## src/design/axil_pkg.sv

```systemverilog
// AXI-Lite bus widths, response codes and write and read channel structs
package axil_pkg;

	// Bus widths
	typedef logic [31:0] axil_addr_t;
	typedef logic [31:0] axil_data_t;
	typedef logic [3:0]  axil_strb_t;
	typedef logic [1:0]  axil_resp_t;

	// Response codes
	localparam axil_resp_t RESP_OKAY   = 2'd0;
	localparam axil_resp_t RESP_SLVERR = 2'd2;
	localparam axil_resp_t RESP_DECERR = 2'd3;

	// Write data channel payload
	typedef struct packed {
		axil_data_t data;
		axil_strb_t strb;
	} axil_w_t;

	// Read data channel payload
	typedef struct packed {
		axil_data_t data;
		axil_resp_t resp;
	} axil_r_t;

endpackage

```

## src/design/soc_map_pkg.sv

```systemverilog
// Memory map, peripheral request and response structs, game-pad types and timing
package soc_map_pkg;

	import axil_pkg::*;

	// Boot memory, 1 KiB of words
	localparam axil_addr_t MEM_BASE          = 32'h0201_0000;
	localparam int unsigned MEM_WORDS        = 256;
	localparam int unsigned MEM_SPAN_BITS    = $clog2(MEM_WORDS) + 2;

	// System counter
	localparam axil_addr_t COUNTER_BASE      = 32'h0200_0300;
	localparam int unsigned COUNTER_SPAN_BITS = 8;

	// Game-pad reader, a single word
	localparam axil_addr_t PAD_BASE          = 32'h0200_0200;
	localparam int unsigned PAD_SPAN_BITS    = 2;

	// Pad serial timing
	localparam int unsigned PAD_TICK_CYCLES  = 256;
	localparam int unsigned PAD_BITS         = 8;

	typedef logic [7:0] word_index_t;
	typedef logic [PAD_BITS-1:0] pad_buttons_t;
	typedef logic [$clog2(PAD_TICK_CYCLES)-1:0] pad_tick_t;
	typedef logic [$clog2(PAD_BITS)-1:0] pad_bit_t;

	// Decoder to peripheral, valid for a single cycle
	typedef struct packed {
		logic        valid;
		logic        write;
		word_index_t index;
		axil_data_t  data;
		axil_strb_t  strb;
	} periph_req_t;

	// Peripheral to decoder, ack one cycle after the request
	typedef struct packed {
		logic       ack;
		logic       err;
		axil_data_t data;
	} periph_rsp_t;

endpackage

```

## src/design/cycle_counter.sv

```systemverilog
// Free-running system cycle counter, read-only on the bus
module cycle_counter
	import axil_pkg::*;
	import soc_map_pkg::*;
(
	input  logic        clk_50mhz,
	input  logic        resetn,
	input  periph_req_t req,
	output periph_rsp_t rsp
);

	axil_data_t count;
	logic       ack_q;
	logic       err_q;
	axil_data_t data_q;

	always_ff @(posedge clk_50mhz) begin
		if (!resetn) begin
			count <= '0;
			ack_q <= 1'b0;
		end else begin
			count <= count + 1'b1;
			ack_q <= req.valid;
		end
	end

	// Writes get an error, the count is left alone
	always_ff @(posedge clk_50mhz) begin
		err_q  <= req.write;
		data_q <= count;
	end

	assign rsp = '{ack: ack_q, err: err_q, data: data_q};

endmodule

```

## config.mk

```make
export PLATFORM = sky130hd
export DESIGN_NAME = cycle_counter
export DESIGN_NICKNAME = d
export VERILOG_FILES = /design/src/design/axil_pkg.sv /design/src/design/soc_map_pkg.sv /design/src/design/cycle_counter.sv
export SDC_FILE = /design/constraint.sdc
export NUM_CORES = 1
export LEC_CHECK = 0
export BUFFER_PORTS_ARGS = -buffer_cell sky130_fd_sc_hd__buf_4
export CAP_MARGIN = 20
export CELL_PAD_IN_SITES_DETAIL_PLACEMENT = 2
export CELL_PAD_IN_SITES_GLOBAL_PLACEMENT = 2
export CORE_AREA = 2 2 72 109
export DETAILED_ROUTE_END_ITERATION = 7
export DIE_AREA = 0 0 74 111
export GPL_TIMING_DRIVEN = 0
export PLACE_DENSITY_LB_ADDON = 0.1
export SYNTH_ARGS = -nofsm -noshare
export SYNTH_HDL_FRONTEND = slang
export SYNTH_SLANG_ARGS = --single-unit
```

## constraint.sdc

```tcl
create_clock -name clk_50mhz -period 4.9 [get_ports clk_50mhz]
set_input_delay 0.49 -clock clk_50mhz [delete_from_list [all_inputs] [get_ports clk_50mhz]]
set_output_delay 0.49 -clock clk_50mhz [all_outputs]
set_load 0.02 [all_outputs]
```

==> reports/results.env <==
RUN_STATUS='finished clean'
PLACE_WORST_SETUP_SLACK_PS=2950
TOTAL_DRC_ERRORS_IN_THE_ROUTED_LAYOUT=0
TIMING_WORST_SETUP_PATH_TYPE='flip-flop to flip-flop'
INITIAL_ANTENNA_VIOLATION_COUNT=0
TIMING.FINAL.MAX_SLEW_VIOLATIONS=0
SETUP_VIOL_COUNT_FINAL=0
CRITICAL_PATH_PEAK_FANOUT=7
GR-USAGE-ALL-LAYERS=0.149
WORST_HOLD_PATH.NUM_CELLS=1
DIE_X_EXTENT_UM=74
FIRST_GLOBAL_VIAS=1848
WORSTREG2REGEND='count[30]'
REG2REG_DEPTH=5
INITIAL_UTILIZATION=0.300
YS_SEQ_AREA_FRAC=0.598
CELLLEAKAGEPOWER_nW=1.10
RSZ0062_AT_GRT='false'
FINAL_UTIL=0.390
STD_CELL_ROWS=39
TNS_PS=0
NUMPORTBUFFERS=37
FINAL_CELL_MIX='dfxtp_1 (66), buf_4 (40), nand2_1 (15)'
WORST_PIN_SLEW_PS=520
FIN_NETS=308
HTREE_LEVELS=3
FIN_SKEW_PS=4.33
CRIT_PATH_END_KIND='flip-flop'
SYN_AREA_PER_CELL_UM2=10.5
DIODES=0
MULTI_INPUT_AREA_UM2=816
GRT_PASS1_WL_UM=9030
CTS_REPAIR_RESIZE_COUNT=0
CLOCK_SINKS=66
ROUTED-VIA-COUNT=1746
DETAILEDPLACEMENTHPWL_UM=3750
STARTPOINT_OF_THE_LOWEST_SLACK_HOLD_PATH='req[44]'
GRT.OVERFLOW.TOTAL=0
TOTAL_POWER_mW=1.14
R2R_SLACK_PS=2980
DRT-PASS1-ITER-COUNT=4
GLOBALPLACE.CONGESTION=0.666
DIE_Y_UM=111
LAYOUT.AREA.SEQ_MM2=0.00132
YOSYSTOPAREACELLSHARE=0.598
CAP_VIOL_MAX_COUNT=0
CTS_MADE_BUFFERS=9
YOSYS.CELL_TYPES.COUNT=29
POST_ROUTE_MINIMUM_PERIOD_PS=1920
POST-SYNTH-TOP-AREA-CELL='dfxtp_1'
FLOORPLAN.CORE_AREA_MM2=0.00737
VIA_PER_INST=4.81
LAYOUT-DRIVE-GT1-SHARE=0.215
AREA_ADDED_BETWEEN_SYNTHESIS_AND_FINISH_PCT=30.1
MIN_TO='err_q'
ROUTED_WIRELENGTH_UM=5310
YOSYSWARNINGS=0
TOTAL_POWER_PER_UNIT_CELL_AREA_mW_PER_MM2=395
POST_SYNTH_INSTANCE_AREA_MM2=0.00221
HOLD_VIOL=0
SETUP_WS_PS=2980
WORST_R2R_STARTPOINT='count[0]'
NUMBER_OF_CELLS_PRODUCED_BY_SYNTHESIS=211
INITIALDRTVIOLATIONCOUNT=33
MIN_PATH_TYPE='primary input to flip-flop'
PATH_CLK_SLEW_PS=50
CP_DATA_ARRIVAL_TIME_PS=2180
ELEMENT_TYPE_AT_THE_CRITICAL_PATH_START='flip-flop'
TOP_LEVEL_PORTS=82
YS_TOP_CELLS_BY_AREA='dfxtp_1 (60%), xor2_1 (4.0%), nand4_1 (3.1%), a21oi_1 (2.9%), o31ai_1 (2.7%)'
MAX_SLEW_MARGIN=0.653
MAX_FREQ_MHz=520
POST-ROUTE-PERIOD-UTIL=0.392
CTS_POST_SETUP_BUFFERS_INSERTED=0
DRTANTENNAVIOLNETS=0
LARGEST_NET_DEGREE_AT_THE_START_OF_GLOBAL_ROUTING=11
CTS_ROOT_BUF='clkbuf_16'
SYN-NUM-NETS=260
CTS.HOLD.BUFFERS_ADDED=0
DIE_AREA_MM2=0.00821
TIMING.CRITICAL_PATH.REQUIRED_PS=5150
TRITONCTS='done'
DEEPEST_CLOCK_PATH_BUFFER_COUNT=2
ROUTE.DETAILED.WL_PER_INST_UM=14.6
MAX-VDD-IR-DROP_uV=164
MOST_COMMON_CELL_AFTER_LAYOUT_FILL_AND_TAPS_ASIDE='dfxtp_1'
CLK_LAT_WORST_SKEW_PS=330
YOSYS_REGISTER_BITS=66
FILLERINSTANCES=792
==> kinds of logic after synthesis <==
kind of cell / share of synthesized area
compound gates: 0.0759
xor+xnor: 0.0476
fa+ha+maj: 0.00566
flops: 0.598
simple gates: 0.222
buf+inv: 0.0323
mux: 0.0181
==> final cells by class <==
type | count | area share
plain buffers | 11 | 0.0196
clock buffers | 13 | 0.0906
inverters | 4 | 0.00522
multi-input cells | 130 | 0.284
flip-flops and latches | 66 | 0.460
well taps | 102 | 0.0444
repair buffers | 37 | 0.0966
==> registers in the layout (all words and copies together), names as in the netlist <==
name	cells
ack_q	1
count	32
data_q	32
err_q	1
==> power breakdown <==
part / leakage [nW] / switching (mW) / internal, mW
Sequential: 0.533 / 0.00320 / 0.543
Combinational: 0.440 / 0.0141 / 0.00952
Clock: 0.128 / 0.205 / 0.361
==> synthesized netlist by cell type <==
cell type  count
and2_1         4
clkbuf_1       5
dfxtp_1       66
o31ai_1        8
ha_1           1
nor2_1        14
buf_4          3
nand2b_1       4
xnor2_1        2
o311ai_0       1
and4_1         6
or3_1          5
nand2_1       15
or4_1          8
buf_2          3
o21ai_0        5
inv_1          3
clkinv_1       1
o41ai_1        1
nand3_1        9
and3_1         3
xor2_1        10
nor4b_1        1
nand4_4        1
mux2i_1        4
nand4_1       11
a21oi_1       13
nand2_2        1
nor4_1         3
==> worst max-delay path: stages (launching register included) <==
cell,delay [ps]
dfxtp_1,380
ha_1,270
and4_1,330
nand2_1,210
nor4_1,430
mux2i_1,240
==> through the flow <==
step	area, um2	instances	hold slack, ps
after CTS	2870	363	255
after detailed placement	2610	350	371
after floorplan	2210	211	326
after global routing	2870	363	261
after global placement	2610	350	365
final	2870	363	269
==> metal layers <==
metal,track usage,vias up,part of all wire
li1,-,846,-
met1,0.156,863,0.39
met2,0.257,25,0.55
met3,0.0409,12,0.033
met4,0.0836,0,0.027
met5,0,-,0
==> how the worst max path moves through the flow <==
| stage | end | start |
|---|---|---|
| finish | count[30] | count[0] |
| global route | count[30] | count[0] |
| CTS | count[30] | count[0] |
| detailed placement | count[30] | count[0] |
| global placement | count[30] | count[0] |
| floorplan | count[30] | count[0] |
(Power assumes the default switching activity.)
