[config.mk]
export PLATFORM = sky130hd
export DESIGN_NAME = axil_decoder
export DESIGN_NICKNAME = d
export VERILOG_FILES = /design/src/design/axil_pkg.sv /design/src/design/soc_map_pkg.sv /design/src/design/axil_decoder.sv
export SDC_FILE = /design/constraint.sdc
export NUM_CORES = 1
export LEC_CHECK = 0
export BUFFER_PORTS_ARGS = -buffer_cell sky130_fd_sc_hd__buf_2
export CAP_MARGIN = 40
export CORE_AREA = 2 2 153 155
export DETAILED_ROUTE_END_ITERATION = 10
export DIE_AREA = 0 0 155 157
export HOLD_SLACK_MARGIN = 0.12
export PLACE_DENSITY_LB_ADDON = 0.1
export SYNTH_ARGS = -nofsm -noshare
export SYNTH_HDL_FRONTEND = slang
export SYNTH_SLANG_ARGS = --single-unit
[constraint.sdc]
create_clock -name clk_50mhz -period 4.78 [get_ports clk_50mhz]
set_input_delay 0.717 -clock clk_50mhz [delete_from_list [all_inputs] [get_ports clk_50mhz]]
set_output_delay 0.717 -clock clk_50mhz [all_outputs]
set_load 0.01 [all_outputs]
[src/design/axil_pkg.sv]
// AXI-Lite bus widths, response codes and write and read channel structs
package axil_pkg;

	// Bus widths
	typedef logic [31:0] axil_addr_t;
	typedef logic [31:0] axil_data_t;
	typedef logic [3:0]  axil_strb_t;
	typedef logic [1:0]  axil_resp_t;

	// Response codes
	localparam axil_resp_t RESP_OKAY   = 2'd0;
	localparam axil_resp_t RESP_SLVERR = 2'd2;
	localparam axil_resp_t RESP_DECERR = 2'd3;

	// Write data channel payload
	typedef struct packed {
		axil_data_t data;
		axil_strb_t strb;
	} axil_w_t;

	// Read data channel payload
	typedef struct packed {
		axil_data_t data;
		axil_resp_t resp;
	} axil_r_t;

endpackage

[src/design/soc_map_pkg.sv]
// Memory map, peripheral request and response structs, game-pad types and timing
package soc_map_pkg;

	import axil_pkg::*;

	// Boot memory, 1 KiB of words
	localparam axil_addr_t MEM_BASE          = 32'h0201_0000;
	localparam int unsigned MEM_WORDS        = 256;
	localparam int unsigned MEM_SPAN_BITS    = $clog2(MEM_WORDS) + 2;

	// System counter
	localparam axil_addr_t COUNTER_BASE      = 32'h0200_0300;
	localparam int unsigned COUNTER_SPAN_BITS = 8;

	// Game-pad reader, a single word
	localparam axil_addr_t PAD_BASE          = 32'h0200_0200;
	localparam int unsigned PAD_SPAN_BITS    = 2;

	// Pad serial timing
	localparam int unsigned PAD_TICK_CYCLES  = 256;
	localparam int unsigned PAD_BITS         = 8;

	typedef logic [7:0] word_index_t;
	typedef logic [PAD_BITS-1:0] pad_buttons_t;
	typedef logic [$clog2(PAD_TICK_CYCLES)-1:0] pad_tick_t;
	typedef logic [$clog2(PAD_BITS)-1:0] pad_bit_t;

	// Decoder to peripheral, valid for a single cycle
	typedef struct packed {
		logic        valid;
		logic        write;
		word_index_t index;
		axil_data_t  data;
		axil_strb_t  strb;
	} periph_req_t;

	// Peripheral to decoder, ack one cycle after the request
	typedef struct packed {
		logic       ack;
		logic       err;
		axil_data_t data;
	} periph_rsp_t;

endpackage

[src/design/axil_decoder.sv]
// AXI-Lite slave front end, address decoder and response return path
module axil_decoder
	import axil_pkg::*;
	import soc_map_pkg::*;
(
	input  logic        clk_50mhz,
	input  logic        resetn,

	input  logic        awvalid,
	output logic        awready,
	input  axil_addr_t  aw_addr,
	input  logic        wvalid,
	output logic        wready,
	input  axil_w_t     w,
	output logic        bvalid,
	input  logic        bready,
	output axil_resp_t  bresp,
	input  logic        arvalid,
	output logic        arready,
	input  axil_addr_t  ar_addr,
	output logic        rvalid,
	input  logic        rready,
	output axil_r_t     r,

	output periph_req_t mem_req,
	output periph_req_t cnt_req,
	output periph_req_t pad_req,
	input  periph_rsp_t mem_rsp,
	input  periph_rsp_t cnt_rsp,
	input  periph_rsp_t pad_rsp
);

	typedef enum logic [1:0] {ST_IDLE, ST_REQUEST, ST_WAIT, ST_RESPOND} state_e;
	typedef enum logic [1:0] {TGT_NONE, TGT_MEM, TGT_CNT, TGT_PAD} target_e;

	state_e      state;
	target_e     acc_target;
	target_e     target_q;
	word_index_t acc_index;
	word_index_t index_q;
	axil_addr_t  acc_addr;
	logic        wr_accept;
	logic        rd_accept;
	logic        write_q;
	axil_w_t     w_q;
	axil_resp_t  resp_q;
	axil_data_t  rdata_q;
	logic        mem_valid;
	logic        cnt_valid;
	logic        pad_valid;
	periph_rsp_t sel_rsp;

	function automatic logic in_region(input axil_addr_t addr, input axil_addr_t base,
			input int unsigned span_bits);
		return (addr >> span_bits) == (base >> span_bits);
	endfunction

	// Word offset inside the region
	function automatic word_index_t word_of(input axil_addr_t addr,
			input int unsigned span_bits);
		axil_addr_t offset;
		offset = addr & ((32'd1 << span_bits) - 32'd1);
		return word_index_t'(offset >> 2);
	endfunction

	// Writes win over reads, nothing taken while busy
	assign wr_accept = (state == ST_IDLE) && awvalid && wvalid;
	assign rd_accept = (state == ST_IDLE) && arvalid && !(awvalid && wvalid);
	assign awready   = wr_accept;
	assign wready    = wr_accept;
	assign arready   = rd_accept;
	assign acc_addr  = wr_accept ? aw_addr : ar_addr;

	always_comb begin
		acc_target = TGT_NONE;
		acc_index  = '0;
		if (in_region(acc_addr, MEM_BASE, MEM_SPAN_BITS)) begin
			acc_target = TGT_MEM;
			acc_index  = word_of(acc_addr, MEM_SPAN_BITS);
		end else if (in_region(acc_addr, COUNTER_BASE, COUNTER_SPAN_BITS)) begin
			acc_target = TGT_CNT;
			acc_index  = word_of(acc_addr, COUNTER_SPAN_BITS);
		end else if (in_region(acc_addr, PAD_BASE, PAD_SPAN_BITS)) begin
			acc_target = TGT_PAD;
			acc_index  = word_of(acc_addr, PAD_SPAN_BITS);
		end
	end

	always_comb begin
		case (target_q)
			TGT_MEM: sel_rsp = mem_rsp;
			TGT_CNT: sel_rsp = cnt_rsp;
			TGT_PAD: sel_rsp = pad_rsp;
			default: sel_rsp = '0;
		endcase
	end

	always_ff @(posedge clk_50mhz) begin
		if (!resetn) begin
			state     <= ST_IDLE;
			mem_valid <= 1'b0;
			cnt_valid <= 1'b0;
			pad_valid <= 1'b0;
		end else begin
			mem_valid <= 1'b0;
			cnt_valid <= 1'b0;
			pad_valid <= 1'b0;
			case (state)
				ST_IDLE: begin
					if (wr_accept || rd_accept) begin
						state <= ST_REQUEST;
					end
				end
				ST_REQUEST: begin
					mem_valid <= (target_q == TGT_MEM);
					cnt_valid <= (target_q == TGT_CNT);
					pad_valid <= (target_q == TGT_PAD);
					state     <= ST_WAIT;
				end
				ST_WAIT: begin
					// Unmapped answers here, a step ahead of any ack
					if (target_q == TGT_NONE || sel_rsp.ack) begin
						state <= ST_RESPOND;
					end
				end
				default: begin
					if ((bvalid && bready) || (rvalid && rready)) begin
						state <= ST_IDLE;
					end
				end
			endcase
		end
	end

	always_ff @(posedge clk_50mhz) begin
		if (wr_accept || rd_accept) begin
			target_q <= acc_target;
			index_q  <= acc_index;
			write_q  <= wr_accept;
			w_q      <= w;
		end
		if (state == ST_WAIT) begin
			if (target_q == TGT_NONE) begin
				resp_q  <= RESP_DECERR;
				rdata_q <= '0;
			end else if (sel_rsp.ack) begin
				resp_q  <= sel_rsp.err ? RESP_SLVERR : RESP_OKAY;
				rdata_q <= sel_rsp.data;
			end
		end
	end

	assign mem_req = '{valid: mem_valid, write: write_q, index: index_q,
		data: w_q.data, strb: w_q.strb};
	assign cnt_req = '{valid: cnt_valid, write: write_q, index: index_q,
		data: w_q.data, strb: w_q.strb};
	assign pad_req = '{valid: pad_valid, write: write_q, index: index_q,
		data: w_q.data, strb: w_q.strb};

	assign bvalid = (state == ST_RESPOND) && write_q;
	assign rvalid = (state == ST_RESPOND) && !write_q;
	assign bresp  = resp_q;
	assign r      = '{data: rdata_q, resp: resp_q};

	// A stalled response stays put until taken
	a_rsp_held: assert property (@(posedge clk_50mhz) disable iff (!resetn)
		((bvalid && !bready) || (rvalid && !rready)) |=> $stable({bvalid, rvalid, bresp, r}));

	// Every peripheral answers on the next cycle
	a_ack_next: assert property (@(posedge clk_50mhz) disable iff (!resetn)
		(mem_req.valid || cnt_req.valid || pad_req.valid) |=> sel_rsp.ack);

endmodule

==> impl_metrics.tcl <==
set metrics [dict create \
    startpoint "state[0]" \
    viasPerCell 4.07 \
    ys_seq_area_frac 0.552 \
    yosysMostFrequentCell "buf_4" \
    fin_crit_ps 2570 \
    num_vias 3850 \
    swShare 0.344 \
    synth_top_family_by_area "buffers and inverters" \
    tightest_slew_ps 493 \
    p_per_area_mw_per_mm2 449 \
    wl_per_cell_um 15.3 \
    io_buffers 383 \
    nets 866 \
    root_buffer "clkbuf_16" \
    place_congestion 0.823 \
    drive_above_1_share 0.635 \
    p_leak_nw 3.00 \
    p_int_mw 1.89 \
    path_max_fanout 15 \
    setup_viol 0 \
    synthXorXnorAreaFrac 0 \
    cts_tree "yes" \
    core_area_mm2 0.0225 \
    grt_use_total 0.112 \
    area_delta_synth_final_pct 39.8 \
    die_w_um 155 \
    cts_inserted_buffers 9 \
    synth_simple_gate_area_frac 0.0706 \
    rsz0062_at_grt "no" \
    rr_startpoint "state[0]" \
    grt_overflow 0 \
    holdWs_ps 497 \
    async_reset_ff_frac 0 \
    ys_types 38 \
    synth_area_mm2 0.00459 \
    clk_pin_slew_worst_paths_ps 60 \
    min_from "state[1]" \
    final.fill_count 2373 \
    slew_violations 0 \
    die_area_mm2 0.0243 \
    drt-initial-drc-count 93 \
    comb_power_share 0.355 \
    synth_adder_area_share 0.0109 \
    postCtsSetupBuffers 0 \
    ant_nets 0 \
    die_y_um 157 \
    busiest_layer "met2" \
    synthCells 364 \
    grt_max_degree 39 \
    yosys-top-cells-area "edfxtp_1 (53%), buf_4 (16%), mux2_1 (7.4%)" \
    antenna_found_initial 3 \
    startpoint_type "flip-flop" \
    synth_warnings 0 \
    grtUsageMet2 0.205 \
    p_seq_frac 0.398 \
    tns_ps 0 \
    skew_ps 6.20 \
    avgSynthCellArea_um2 12.6 \
    grt_util_met3 0.0319 \
    hold_path.class "flip-flop to flip-flop" \
    ctsHoldBuffers 0 \
    clock_latency_ps 340 \
    synth_compound_area_frac 0.0959 \
    synth_nets 577 \
    slew_headroom 0.671 \
    grtUsageMet1 0.119 \
    grt_pass1_wl_mm 20.7 \
    routed_wl_mm 14.5 \
    ys_seq_elements 86 \
    synthMuxAreaShare 0.0905 \
    switching_power_mw 0.991 \
    arrival_ps 1860 \
    hold_viol 0 \
    critical_path_class "flip-flop to output pin" \
    clkSinkCount 86 \
    drv_cap 0 \
    synth_common_cells "buf_4 (98), edfxtp_1 (81), a22o_1 (32)" \
    status "complete, no violations" \
    ys.flop_type "edfxtp_1" \
    io_pins 388 \
    cp.required_ps 4060 \
    initial_core_util 0.204 \
    hpwlAfterDp_mm 11.8 \
    max-vdd-ir-drop_uv 157 \
    std_cell_rows 55 \
    end_kind "output pin" \
    clockPowerShare 0.246 \
    fin_crit_sh 0.539 \
    grt_pass1_vias 3821 \
    yosysTopAreaCell "edfxtp_1" \
    cts_resized 0 \
    h-tree-depth 3 \
    route.detailed.drc 0 \
    fmax_mhz 388 \
    cts_buffer_depth 2 \
    first_pass_iters 4 \
    synth_edf_count 81 \
    yosysTopAreaCellShare 0.530 \
]
-- flip-flops by register name, indices dropped and copies added (netlist names) --
signal,cells
mem_valid,1
pad_valid,1
rdata_q,32
target_q,2
state,2
cnt_req,36
write_q,1
bresp,2
index_q,8
cnt_valid,1
-- layout by cell type, fill, tap and decap left out, types with 3 or more instances in the layout --
cell type	instances
a21oi_1	16
a22o_1	32
buf_2	383
buf_4	4
clkbuf_16	9
dfxtp_1	5
edfxtp_1	81
ha_1	4
inv_1	6
mux2_1	30
mux2i_1	4
nand2_1	18
nand3_1	3
nor2_1	8
nor3_1	7
nor4_1	9
o21ai_1	4
-- worst max-delay path, stage by stage, from the launching register on --
cell and delay [ps]:
dfxtp_1 330, inv_1 100, ha_1 290, nand3_2 320
inv_2 300, buf_2 180
-- cell type report --
type	count	area (um^2)	area share
antenna	2	5.00	0.000780
clock buffer	9	225	0.0351
clock inverter	7	72.6	0.0113
inverter	8	30.0	0.00468
multi-input combinational	160	1230	0.192
sequential	86	2530	0.395
tap	285	357	0.0556
timing repair buffer	388	1970	0.306
-- stage by stage --
step                      setup slack (ps)   util  area [um^2]  cells  power [mW]
after global placement                1960  0.271         6100    926        2.21
after detailed placement              2260  0.272         6120    927        2.22
final                                 2210  0.285         6420    945        2.88
after CTS                             2150  0.285         6410    943        2.95
after global routing                  2010  0.285         6420    945        3.08
after floorplan                       2140      -         4590    364        1.93
-- worst paths after layout --
kind / endpoint / slack, ps / cells past startpoint
max reg2reg: cnt_req[21] / 2410 / 6
max: wready / 2210 / 5
min: state[1] / 500 / 2
min reg2reg: state[1] / 500 / 2
-- power groups by stage --
stage,clock network (mW),logic (mW),registers (mW)
2_1_floorplan,0,0.712,1.22
3_3_place_gp,0,1.04,1.16
3_5_place_dp,0,1.05,1.17
4_1_cts,0.749,1.05,1.15
5_1_grt,0.782,1.13,1.17
6_report,0.711,1.02,1.15
-- cell families (layout without fill, tap and decap cells) --
family | after synthesis | after routing
mux | 37 | 37
compound gates | 58 | 58
other cells | 0 | 2
fa+ha+maj | 4 | 4
buf+inv | 118 | 412
flops | 86 | 86
simple gates | 61 | 61
-- per-layer routing --
layer | wire length, um | vias up | part of all wire
met3 | 1030 | 28 | 0.071
li1 | - | 1817 | -
met4 | 399 | 2 | 0.028
met5 | 7 | - | 0.00048
met1 | 5250 | 1802 | 0.36
met2 | 7760 | 201 | 0.54
Power figures use the tool's default switching activity.
