File: src/design/axil_pkg.sv
// AXI-Lite bus widths, response codes and write and read channel structs
package axil_pkg;

	// Bus widths
	typedef logic [31:0] axil_addr_t;
	typedef logic [31:0] axil_data_t;
	typedef logic [3:0]  axil_strb_t;
	typedef logic [1:0]  axil_resp_t;

	// Response codes
	localparam axil_resp_t RESP_OKAY   = 2'd0;
	localparam axil_resp_t RESP_SLVERR = 2'd2;
	localparam axil_resp_t RESP_DECERR = 2'd3;

	// Write data channel payload
	typedef struct packed {
		axil_data_t data;
		axil_strb_t strb;
	} axil_w_t;

	// Read data channel payload
	typedef struct packed {
		axil_data_t data;
		axil_resp_t resp;
	} axil_r_t;

endpackage

File: src/design/soc_map_pkg.sv
// Memory map, peripheral request and response structs, game-pad types and timing
package soc_map_pkg;

	import axil_pkg::*;

	// Boot memory, 1 KiB of words
	localparam axil_addr_t MEM_BASE          = 32'h0201_0000;
	localparam int unsigned MEM_WORDS        = 256;
	localparam int unsigned MEM_SPAN_BITS    = $clog2(MEM_WORDS) + 2;

	// System counter
	localparam axil_addr_t COUNTER_BASE      = 32'h0200_0300;
	localparam int unsigned COUNTER_SPAN_BITS = 8;

	// Game-pad reader, a single word
	localparam axil_addr_t PAD_BASE          = 32'h0200_0200;
	localparam int unsigned PAD_SPAN_BITS    = 2;

	// Pad serial timing
	localparam int unsigned PAD_TICK_CYCLES  = 256;
	localparam int unsigned PAD_BITS         = 8;

	typedef logic [7:0] word_index_t;
	typedef logic [PAD_BITS-1:0] pad_buttons_t;
	typedef logic [$clog2(PAD_TICK_CYCLES)-1:0] pad_tick_t;
	typedef logic [$clog2(PAD_BITS)-1:0] pad_bit_t;

	// Decoder to peripheral, valid for a single cycle
	typedef struct packed {
		logic        valid;
		logic        write;
		word_index_t index;
		axil_data_t  data;
		axil_strb_t  strb;
	} periph_req_t;

	// Peripheral to decoder, ack one cycle after the request
	typedef struct packed {
		logic       ack;
		logic       err;
		axil_data_t data;
	} periph_rsp_t;

endpackage

File: src/design/pad_reader.sv
// Serial game-pad poller with step divider, frame FSM and button result register
module pad_reader
	import axil_pkg::*;
	import soc_map_pkg::*;
(
	input  logic        clk_50mhz,
	input  logic        resetn,
	input  periph_req_t req,
	output periph_rsp_t rsp,
	input  logic        pad0_data,
	input  logic        pad1_data,
	output logic        pad_latch,
	output logic        pad_clock
);

	typedef enum logic [1:0] {PAD_LATCH, PAD_CLK_LOW, PAD_CLK_HIGH, PAD_IDLE} pad_state_e;

	pad_state_e   state;
	pad_tick_t    tick_cnt;
	logic         tick;
	pad_bit_t     bit_cnt;
	logic         frame_done;
	logic [1:0]   pad_meta;
	logic [1:0]   pad_sync;
	pad_buttons_t shift0;
	pad_buttons_t shift1;
	pad_buttons_t pad0_q;
	pad_buttons_t pad1_q;
	logic         ack_q;
	logic         err_q;
	axil_data_t   data_q;

	assign tick = (tick_cnt == pad_tick_t'(PAD_TICK_CYCLES - 1));

	always_ff @(posedge clk_50mhz) begin
		pad_meta <= {pad1_data, pad0_data};
		pad_sync <= pad_meta;
	end

	always_ff @(posedge clk_50mhz) begin
		if (!resetn) begin
			tick_cnt   <= '0;
			state      <= PAD_IDLE;
			bit_cnt    <= '0;
			frame_done <= 1'b0;
			pad0_q     <= '0;
			pad1_q     <= '0;
		end else begin
			tick_cnt <= tick ? '0 : tick_cnt + 1'b1;
			if (tick) begin
				case (state)
					PAD_LATCH: begin
						bit_cnt <= '0;
						state   <= PAD_CLK_LOW;
					end
					PAD_CLK_LOW: state <= PAD_CLK_HIGH;
					PAD_CLK_HIGH: begin
						bit_cnt <= bit_cnt + 1'b1;
						if (bit_cnt == pad_bit_t'(PAD_BITS - 1)) begin
							frame_done <= 1'b1;
							state      <= PAD_IDLE;
						end else begin
							state <= PAD_CLK_LOW;
						end
					end
					default: begin
						// Publish only after a full frame
						if (frame_done) begin
							pad0_q <= shift0;
							pad1_q <= shift1;
						end
						frame_done <= 1'b0;
						state      <= PAD_LATCH;
					end
				endcase
			end
		end
	end

	// Pad lines idle high, a pressed button reads low
	always_ff @(posedge clk_50mhz) begin
		if (tick && state == PAD_CLK_LOW) begin
			shift0 <= {~pad_sync[0], shift0[PAD_BITS-1:1]};
			shift1 <= {~pad_sync[1], shift1[PAD_BITS-1:1]};
		end
	end

	assign pad_latch = (state == PAD_LATCH);
	assign pad_clock = (state == PAD_CLK_HIGH);

	always_ff @(posedge clk_50mhz) begin
		if (!resetn) begin
			ack_q <= 1'b0;
		end else begin
			ack_q <= req.valid;
		end
	end

	always_ff @(posedge clk_50mhz) begin
		err_q  <= req.write;
		data_q <= axil_data_t'({pad1_q, pad0_q});
	end

	assign rsp = '{ack: ack_q, err: err_q, data: data_q};

	// Pad lines settled when a bit is taken
	a_sample_settled: assert property (@(posedge clk_50mhz) disable iff (!resetn)
		(tick && state == PAD_CLK_LOW) |-> $stable(pad_sync));

endmodule

File: config.mk
export PLATFORM = sky130hd
export DESIGN_NAME = pad_reader
export DESIGN_NICKNAME = d
export VERILOG_FILES = /design/src/design/axil_pkg.sv /design/src/design/soc_map_pkg.sv /design/src/design/pad_reader.sv
export SDC_FILE = /design/constraint.sdc
export NUM_CORES = 1
export LEC_CHECK = 0
export BUFFER_PORTS_ARGS = -buffer_cell sky130_fd_sc_hd__buf_4
export CAP_MARGIN = 15
export CORE_AREA = 2 2 76 78
export CTS_CLUSTER_DIAMETER = 120
export DETAILED_ROUTE_END_ITERATION = 6
export DIE_AREA = 0 0 78 80
export PLACE_DENSITY = 0.78
export SYNTH_ARGS = -nofsm -noshare
export SYNTH_HDL_FRONTEND = slang
export SYNTH_SLANG_ARGS = --single-unit
File: constraint.sdc
create_clock -name clk_50mhz -period 3.8 [get_ports clk_50mhz]
set_input_delay 0.19 -clock clk_50mhz [delete_from_list [all_inputs] [get_ports clk_50mhz]]
set_output_delay 0.19 -clock clk_50mhz [all_outputs]
set_load 0.005 [all_outputs]
==> impl_metrics.py, run 1 <==
metrics = {
    "setup_path": {
        "worst-endpoint-required_ns": 4.06,
        "cp_data_arrival_time_ns": 2.18,
        "start_kind": "register",
        "cp-end-kind": "register",
        "slowest_delay_ns": 0.37,
        "crit_chain": "ha_1 > nand3_1 > nor4_4 > buf_4 > mux2i_1",
        "path_class": "reg -> reg",
        "critPathSlowestCell": "dfxtp_1",
        "worstPathMaxFanout": 16,
    },
    "placed_design": {
        "io_buffers": 25,
        "dpl_cell_area_sq_mm": 0.00254,
        "dp_hpwl_um": 2090,
        "place_congestion": 0.738,
        "dp_cells": 289,
    },
    "route": {
        "routed_wl_um": 3260,
        "drtIter0Drc": 43,
        "vias": 1380,
        "wl_per_cell_um": 10.6,
        "firstDrtPassIters": 4,
        "vias_per_cell": 4.48,
        "drc": 0,
        "ant_nets": 0,
    },
    "finish": {
        "final_common_cell": "dfxtp_1",
        "num_antenna_cells": 0,
        "design_area_sq_mm": 0.00276,
        "most-common-layout-cells": "52 x dfxtp_1, 38 x nand2_1, 27 x buf_4, 19 x mux2i_1",
        "area_growth_pct": 16.9,
        "fin_cells": 308,
        "drive_above_1_share": 0.199,
        "nets": 284,
    },
    "status": {
        "status": "completed",
    },
    "power_and_ir_drop": {
        "seqPwrFrac": 0.568,
        "p_sw_frac": 0.216,
        "clkPwrFrac": 0.412,
        "p_int_mw": 1.03,
        "power_switching_mw": 0.284,
        "peakVddDrop_mv": 0.210,
        "powerDensity_mw_per_mm2": 476,
        "p_leak_nw": 1.08,
        "power_frac_comb": 0.020,
    },
    "logic_synthesis": {
        "ys_warn_count": 0,
        "netlist-cell-type-count": 30,
        "synth_top_cell_area_share": 0.441,
        "seq_area_frac_synth": 0.645,
        "yosys-top-cells-area": "dfxtp_1 44%, edfxtp_1 20%, mux2i_1 8.1%",
        "syn_area_per_cell_sq_um": 11.7,
        "synth_seq_cells": 68,
        "syn_inst": 201,
        "netlist_area_sq_mm": 0.00236,
        "yosysTopAreaCell": "dfxtp_1",
    },
    "timing": {
        "setup_tns_ns": 0,
        "period_share": 0.504,
        "min_period_ns": 1.92,
        "final_max_slew_viol_count": 0,
        "rsz0062_at_grt": "false",
        "slew_headroom": 0.593,
        "setup_viol": 0,
        "finalHoldViolCount": 0,
        "tightest_slew_ns": 0.606,
        "clock_skew_ns": 0.00584,
        "timing.fmax_mhz": 522,
    },
    "floorplanning": {
        "io_pins": 86,
        "coreArea_sq_mm": 0.00541,
        "initial_utilization": 0.437,
        "die_y_um": 80,
        "die-width_um": 78,
        "die-area_sq_mm": 0.00624,
        "rows": 27,
    },
    "clocking": {
        "clockRootBuffer": "clkbuf_8",
        "insertion_delay_ns": 0.34,
        "path_clk_slew_ns": 0.07,
        "clockBufferDepth": 2,
        "clkSinkCount": 68,
        "cts_tree": "built",
        "htreeDepth": 3,
        "ctsResizeCount": 0,
        "cts_buffers": 9,
    },
    "global_route": {
        "grt.total_usage": 0.115,
        "grt_pass1_wl_um": 5290,
        "antenna_found_initial": 0,
        "grt_max_degree": 44,
        "grt_pass1_vias": 1191,
        "grt-ovfl-total": 0,
    },
    "min_path": {
        "hold_path.class": "in -> reg",
    },
    "flow_run": {
        "cap_violations": 0,
    },
}
[metrics by stage]
| stage | util | power [mW] | hold WS, ns | setup WS, ns |
|---|---|---|---|---|
| final | 0.510 | 1.31 | 0.0599 | 1.88 |
| after global routing | 0.510 | 1.37 | 0.0572 | 1.68 |
| after CTS | 0.510 | 1.33 | 0.0358 | 1.86 |
| after detailed placement | 0.470 | 0.786 | 0.296 | 1.86 |
| after global placement | 0.470 | 0.786 | 0.296 | 1.94 |
| after floorplan | - | 0.792 | 0.218 | 0.833 |
[metal layers]
metal	global-route usage	up-vias	share of wire
met4	0.0737	0	0.020
met1	0.121	633	0.46
met3	0.0645	8	0.072
met2	0.179	43	0.45
met5	0	-	0
li1	-	696	-
[power by group through the flow]
| stage | sequential, mW | clock [mW] | combinational, mW |
|---|---|---|---|
| finish | 0.745 | 0.541 | 0.0269 |
| global route | 0.745 | 0.597 | 0.0311 |
| CTS | 0.745 | 0.562 | 0.0272 |
| detailed placement | 0.762 | 0 | 0.0247 |
| global placement | 0.761 | 0 | 0.0242 |
| floorplan | 0.761 | 0 | 0.0308 |
[kinds of logic (layout without fill, tap and decap cells)]
logic type,after synthesis,count (layout),synth area share
AOI/OAI and AO/OA,12,12,0.0323
xor gates and xnor gates,3,3,0.0111
adders and majority gates,3,3,0.0159
buffers and inverters,33,53,0.0848
muxes,19,19,0.0806
and+or+nand+nor,62,62,0.129
DFF,68,68,0.645
other,1,16,0.00159
[flip-flops by register name, summed over array words and instances (netlist names)]
register	cells
ack_q	1
bit_cnt	3
data_q	16
err_q	1
frame_done	1
pad0_q	8
pad1_q	8
pad_meta	2
pad_sync	2
shift0	8
shift1	8
state	2
tick_cnt	8
[final cells by class]
cell class | count | area, sq um
fillers | 490 | 2650
flip-flops and latches | 68 | 1520
multi-input cells | 115 | 701
repair buffers | 30 | 233
clock buffers | 11 | 153
well taps | 72 | 90.1
clock inverters | 5 | 35.0
inverters | 7 | 26.3
[cell usage after synthesis (all sizes together)]
cell type and count:
o21ai 5, conb 1, xor2 1, o31ai 1
nor4 3, nand3 5, inv 7, mux2i 19
edfxtp 16, nand3b 2, or3 3, nor2b 1
buf 20, xnor2 2, a21oi 3, a211o 2
nand2 38, ha 3, o311a 1, clkbuf 6
dfxtp 52, nand4 2, nor3 1, nor2 6
and2 1
[repair_timing]
action | 4_1_cts | 5_1_grt
setup buffers | 0 | 0
hold buffers | 3 | 0
endpoints found under the hold margin | 3 | 0
[path summary, 6_finish.rpt]
check                                 start          end  slack, ns  depth (start not counted)
worst max-delay path            tick_cnt[0]    pad0_q[7]       1.88                          5
worst min register to register  pad_meta[1]  pad_sync[1]       0.33                          0
worst min-delay path                req[45]        ack_q       0.06                          2
worst max register to register  tick_cnt[0]    pad0_q[7]       1.88                          5
[critical path: cells and delay by family (launching register included)]
kind,cells,cell delay (ns)
and+or+nand+nor,2,0.70
DFF,1,0.37
buffers and inverters,1,0.33
muxes,1,0.24
adders and majority gates,1,0.20
Power figures use the tool's default switching activity.
==> inputs of run 2 (changes only) <==
Clock period 3.8 ns to 1.9 ns, I/O delays scaled along.
==> run 2 against run 1 <==
  * First-iteration DRC count is 140% higher
  * Die area stayed put
  * Sequential power grew 100%
  * Wire length is 0.83% higher
  * Via count shrank 1.4%
  * Final area up 3.6%
  * Final cell count rose by 1.6%
  * Global-route usage up 0.55 points
  * Total power grew 110%
==> impl_metrics.py, run 2 (synthesis results as in run 1) <==
metrics = {
    "floorplanning": {
        "die-area_sq_mm": 0.00624,
        "coreArea_sq_mm": 0.00541,
        "die-width_um": 78,
        "die_y_um": 80,
        "io_pins": 86,
        "rows": 27,
        "initial_utilization": 0.437,
    },
    "route": {
        "vias": 1361,
        "firstDrtPassIters": 4,
        "ant_nets": 0,
        "drc": 0,
        "routed_wl_um": 3290,
        "drtIter0Drc": 104,
        "wl_per_cell_um": 10.5,
        "vias_per_cell": 4.35,
    },
    "setup_path": {
        "cp_data_arrival_time_ns": 1.88,
        "worstPathMaxFanout": 10,
        "cp-end-kind": "register",
        "start_kind": "register",
        "path_class": "reg -> reg",
        "worstRegToRegCells": 5,
        "worst-endpoint-required_ns": 2.12,
    },
    "clocking": {
        "clockBufferDepth": 2,
        "insertion_delay_ns": 0.34,
        "cts_tree": "built",
        "postCtsSetupRepairBufs": 0,
        "path_clk_slew_ns": 0.07,
        "cts_buffers": 9,
        "htreeDepth": 3,
        "clockRootBuffer": "clkbuf_8",
        "clkSinkCount": 68,
    },
    "power_and_ir_drop": {
        "peakVddDrop_mv": 0.499,
        "powerDensity_mw_per_mm2": 975,
        "p_leak_nw": 1.12,
        "finalPower_mw": 2.79,
    },
    "placed_design": {
        "pre_cts_ws_ns": 0.237,
        "dp_hpwl_um": 2090,
        "place_congestion": 0.694,
        "io_buffers": 25,
        "dpl_cell_area_sq_mm": 0.00259,
    },
    "timing": {
        "finalHoldViolCount": 0,
        "period_share": 0.872,
        "clock_skew_ns": 0.00821,
        "min_period_ns": 1.66,
        "timing.hold.ws_ns": 0.165,
        "final_max_slew_viol_count": 0,
        "timing.fmax_mhz": 603,
        "rsz0062_at_grt": "false",
        "setup_tns_ns": 0,
        "worst_slack_ns": 0.243,
        "setup_viol": 0,
    },
    "finish": {
        "largest_reg_flops": 16,
        "design_area_sq_mm": 0.00286,
        "final_common_cell": "dfxtp_1",
        "num_antenna_cells": 0,
        "regMostFlops": "data_q",
        "area_growth_pct": 21.2,
        "nets": 289,
        "drive_above_1_share": 0.212,
        "most-common-layout-cells": "52 x dfxtp_1, 38 x nand2_1, 30 x buf_4, 19 x mux2i_1",
    },
    "global_route": {
        "antenna_found_initial": 0,
        "grt_pass1_wl_um": 5620,
        "grt-ovfl-total": 0,
        "grt_max_degree": 44,
        "grt_pass1_vias": 1266,
        "grt.total_usage": 0.121,
    },
    "flow_run": {
        "cap_violations": 0,
    },
    "min_path": {
        "hold_path.class": "in -> reg",
        "min_path_cells": 2,
    },
    "status": {
        "status": "completed",
    },
}
-- run 2: path summary, 6_finish.rpt --
kind                     from     endpoint  slack [ns]
hold / removal         resetn     state[0]        0.17
setup / recovery  tick_cnt[0]     state[1]        0.24
setup reg to reg  tick_cnt[0]     state[1]        0.24
hold reg to reg   pad_meta[1]  pad_sync[1]        0.33
-- run 2: worst max-delay path: stages (launching register included) --
cell,delay [ns]
dfxtp_1,0.37
ha_1,0.20
nand3_1,0.20
buf_4,0.24
a211o_1,0.26
a211o_1,0.28
-- run 2: metrics by stage --
step                utilization  instances
finish                    0.529        313
global route              0.529        313
detailed placement        0.480        293
floorplan                     -        216
global placement          0.480        293
CTS                       0.529        313
-- run 2: report_power, final --
part           switching (mW)  leakage, nW  internal, mW
sequential            0.00599        0.565          1.48
clock                   0.524        0.107         0.715
combinational          0.0330        0.452        0.0242
-- run 2: final cells by class --
cell class / instances / area (sq um)
fill: 469 / 2550
sequential: 68 / 1520
multi-input combinational: 115 / 709
timing repair buffer: 35 / 285
clock buffer: 13 / 203
tap: 72 / 90.1
inverter: 7 / 26.3
clock inverter: 3 / 23.8
-- run 2: metal layers --
| layer | vias to the layer above | track usage | routed length, um |
|---|---|---|---|
| met2 | 47 | 0.193 | 1500 |
| met1 | 603 | 0.129 | 1500 |
| met4 | 0 | 0.0474 | 15 |
| met5 | - | 0 | 0 |
| li1 | 709 | - | - |
| met3 | 2 | 0.0758 | 270 |
-- run 2: repair_timing --
item,4_1_cts,5_1_grt
endpoints found under the hold margin,4,0
resized for setup,0,0
hold buffers,4,0
==> inputs of run 3 (changes only) <==
Settings changed: CORE_AREA 2 2 76 78 to 2 2 74 76, DIE_AREA 0 0 78 80 to 0 0 76 78, PLACE_DENSITY 0.78 to 0.81.
==> run 3 against run 2 <==
  * Clock power increased by 6%
  * Final area about the same
  * Worst setup slack got worse by 0.10 ns
  * Worst hold slack got worse by 0.0011 ns
==> impl_metrics.py, run 3 (synthesis results as in run 1) <==
metrics = {
    "timing": {
        "rsz0062_at_grt": "false",
        "timing.fmax_mhz": 569,
        "min_period_ns": 1.76,
        "finalHoldViolCount": 0,
        "final_max_slew_viol_count": 0,
        "setup_tns_ns": 0,
        "setup_viol": 0,
        "clock_skew_ns": 0.00988,
        "period_share": 0.925,
    },
    "finish": {
        "num-fill-cells": 421,
        "nets": 289,
        "num_antenna_cells": 0,
        "regMostFlops": "data_q",
        "largest_reg_flops": 16,
        "drive_above_1_share": 0.207,
        "final_common_cell": "dfxtp_1",
        "most-common-layout-cells": "52 x dfxtp_1, 38 x nand2_1, 30 x buf_4, 19 x mux2i_1",
        "area_growth_pct": 21.1,
    },
    "global_route": {
        "met3_usage": 0.0674,
        "antenna_found_initial": 0,
        "gr-usage-met1": 0.130,
        "grt.total_usage": 0.126,
        "grt-busiest-layer": "met2",
        "grt_pass1_vias": 1282,
        "grt_pass1_wl_um": 5580,
        "grt_max_degree": 44,
        "grt-ovfl-total": 0,
        "grt_use_met2": 0.202,
    },
    "min_path": {
        "hold_path.class": "in -> reg",
    },
    "floorplanning": {
        "initial_utilization": 0.468,
        "die-area_sq_mm": 0.00593,
        "coreArea_sq_mm": 0.00504,
        "rows": 26,
        "die-width_um": 76,
        "io_pins": 86,
        "die_y_um": 78,
    },
    "setup_path": {
        "worstPathBufferInverterCount": 1,
        "worstPathMaxFanout": 6,
        "worst-endpoint-required_ns": 2.12,
        "slowest_delay_ns": 0.38,
        "cp-end-kind": "register",
        "cp_top_family": "compound AO/OA/AOI/OAI gates",
        "crit_chain": "ha_1 > nand3_1 > buf_4 > a211o_1 > a211o_1",
        "cp_data_arrival_time_ns": 1.98,
        "start_kind": "register",
        "path_common_cell": "a211o_1",
        "rrSetupSlack_ns": 0.14,
        "path_class": "reg -> reg",
        "critPathSlowestCell": "dfxtp_1",
    },
    "clocking": {
        "path_clk_slew_ns": 0.07,
        "insertion_delay_ns": 0.34,
        "cts_buffers": 9,
        "cts_tree": "built",
        "clockRootBuffer": "clkbuf_8",
        "postCtsSetupRepairBufs": 0,
        "clkSinkCount": 68,
        "htreeDepth": 3,
        "clockBufferDepth": 2,
    },
    "route": {
        "ant_nets": 0,
        "firstDrtPassIters": 4,
        "vias": 1425,
        "vias_per_cell": 4.58,
        "drtIter0Drc": 68,
        "wl_per_cell_um": 11.0,
        "routed_wl_um": 3420,
        "drc": 0,
    },
    "placed_design": {
        "place_congestion": 0.703,
        "dp_hpwl_um": 2190,
        "io_buffers": 25,
    },
    "power_and_ir_drop": {
        "peakVddDrop_mv": 0.821,
        "powerDensity_mw_per_mm2": 1000,
        "p_leak_nw": 1.13,
        "finalPower_mw": 2.87,
    },
    "status": {
        "status": "completed",
    },
    "flow_run": {
        "cap_violations": 0,
    },
}
run 3: cell types whose count changed in the layout (fill, tap and decap cells not counted), sizes merged:
| cell | change |
|---|---|
| bufinv | +2 |
| clkinvlp | -2 |
run 3: metrics by stage:
step / area [sq um] / std cells / worst slack, ns / hold WS [ns] / util
final: 2860 / 311 / 0.142 / 0.164 / 0.567
after global routing: 2860 / 311 / 0.0673 / 0.183 / 0.567
after CTS: 2860 / 311 / 0.131 / 0.151 / 0.567
after detailed placement: 2590 / 291 / 0.166 / 0.201 / 0.514
after global placement: 2590 / 291 / 0.174 / 0.201 / 0.514
after floorplan: 2430 / 216 / 0.0112 / 0.123 / -
run 3: worst paths after layout:
path / startpoint / depth (start not counted) / endpoint
worst max-delay path: tick_cnt[0] / 5 / state[1]
worst min-delay path: resetn / 2 / state[0]
worst max register to register: tick_cnt[0] / 5 / state[1]
worst min register to register: pad_meta[0] / 0 / pad_sync[0]
run 3: power by group:
part	internal, mW	leakage, nW	switching, mW	total [mW]
logic	0.0241	0.451	0.0335	0.0576
clock network	0.814	0.114	0.506	1.32
registers	1.48	0.565	0.00627	1.49
run 3: timing repair:
action,CTS,global route
hold endpoints to repair,4,0
gates resized for setup,0,0
hold buffers,4,0
run 3: final cells by class:
type / instances / area, sq um / share of cell area
sequential: 68 / 1520 / 0.532
multi-input combinational: 115 / 709 / 0.248
timing repair buffer: 35 / 285 / 0.0998
clock buffer: 13 / 159 / 0.0556
tap: 70 / 87.6 / 0.0306
clock inverter: 3 / 68.8 / 0.0241
inverter: 7 / 26.3 / 0.00919
run 3: routing by layer:
metal | vias up | routed length (um)
met2 | 49 | 1630
met4 | 0 | 69
met5 | - | 0
met3 | 8 | 239
li1 | 710 | -
met1 | 658 | 1480
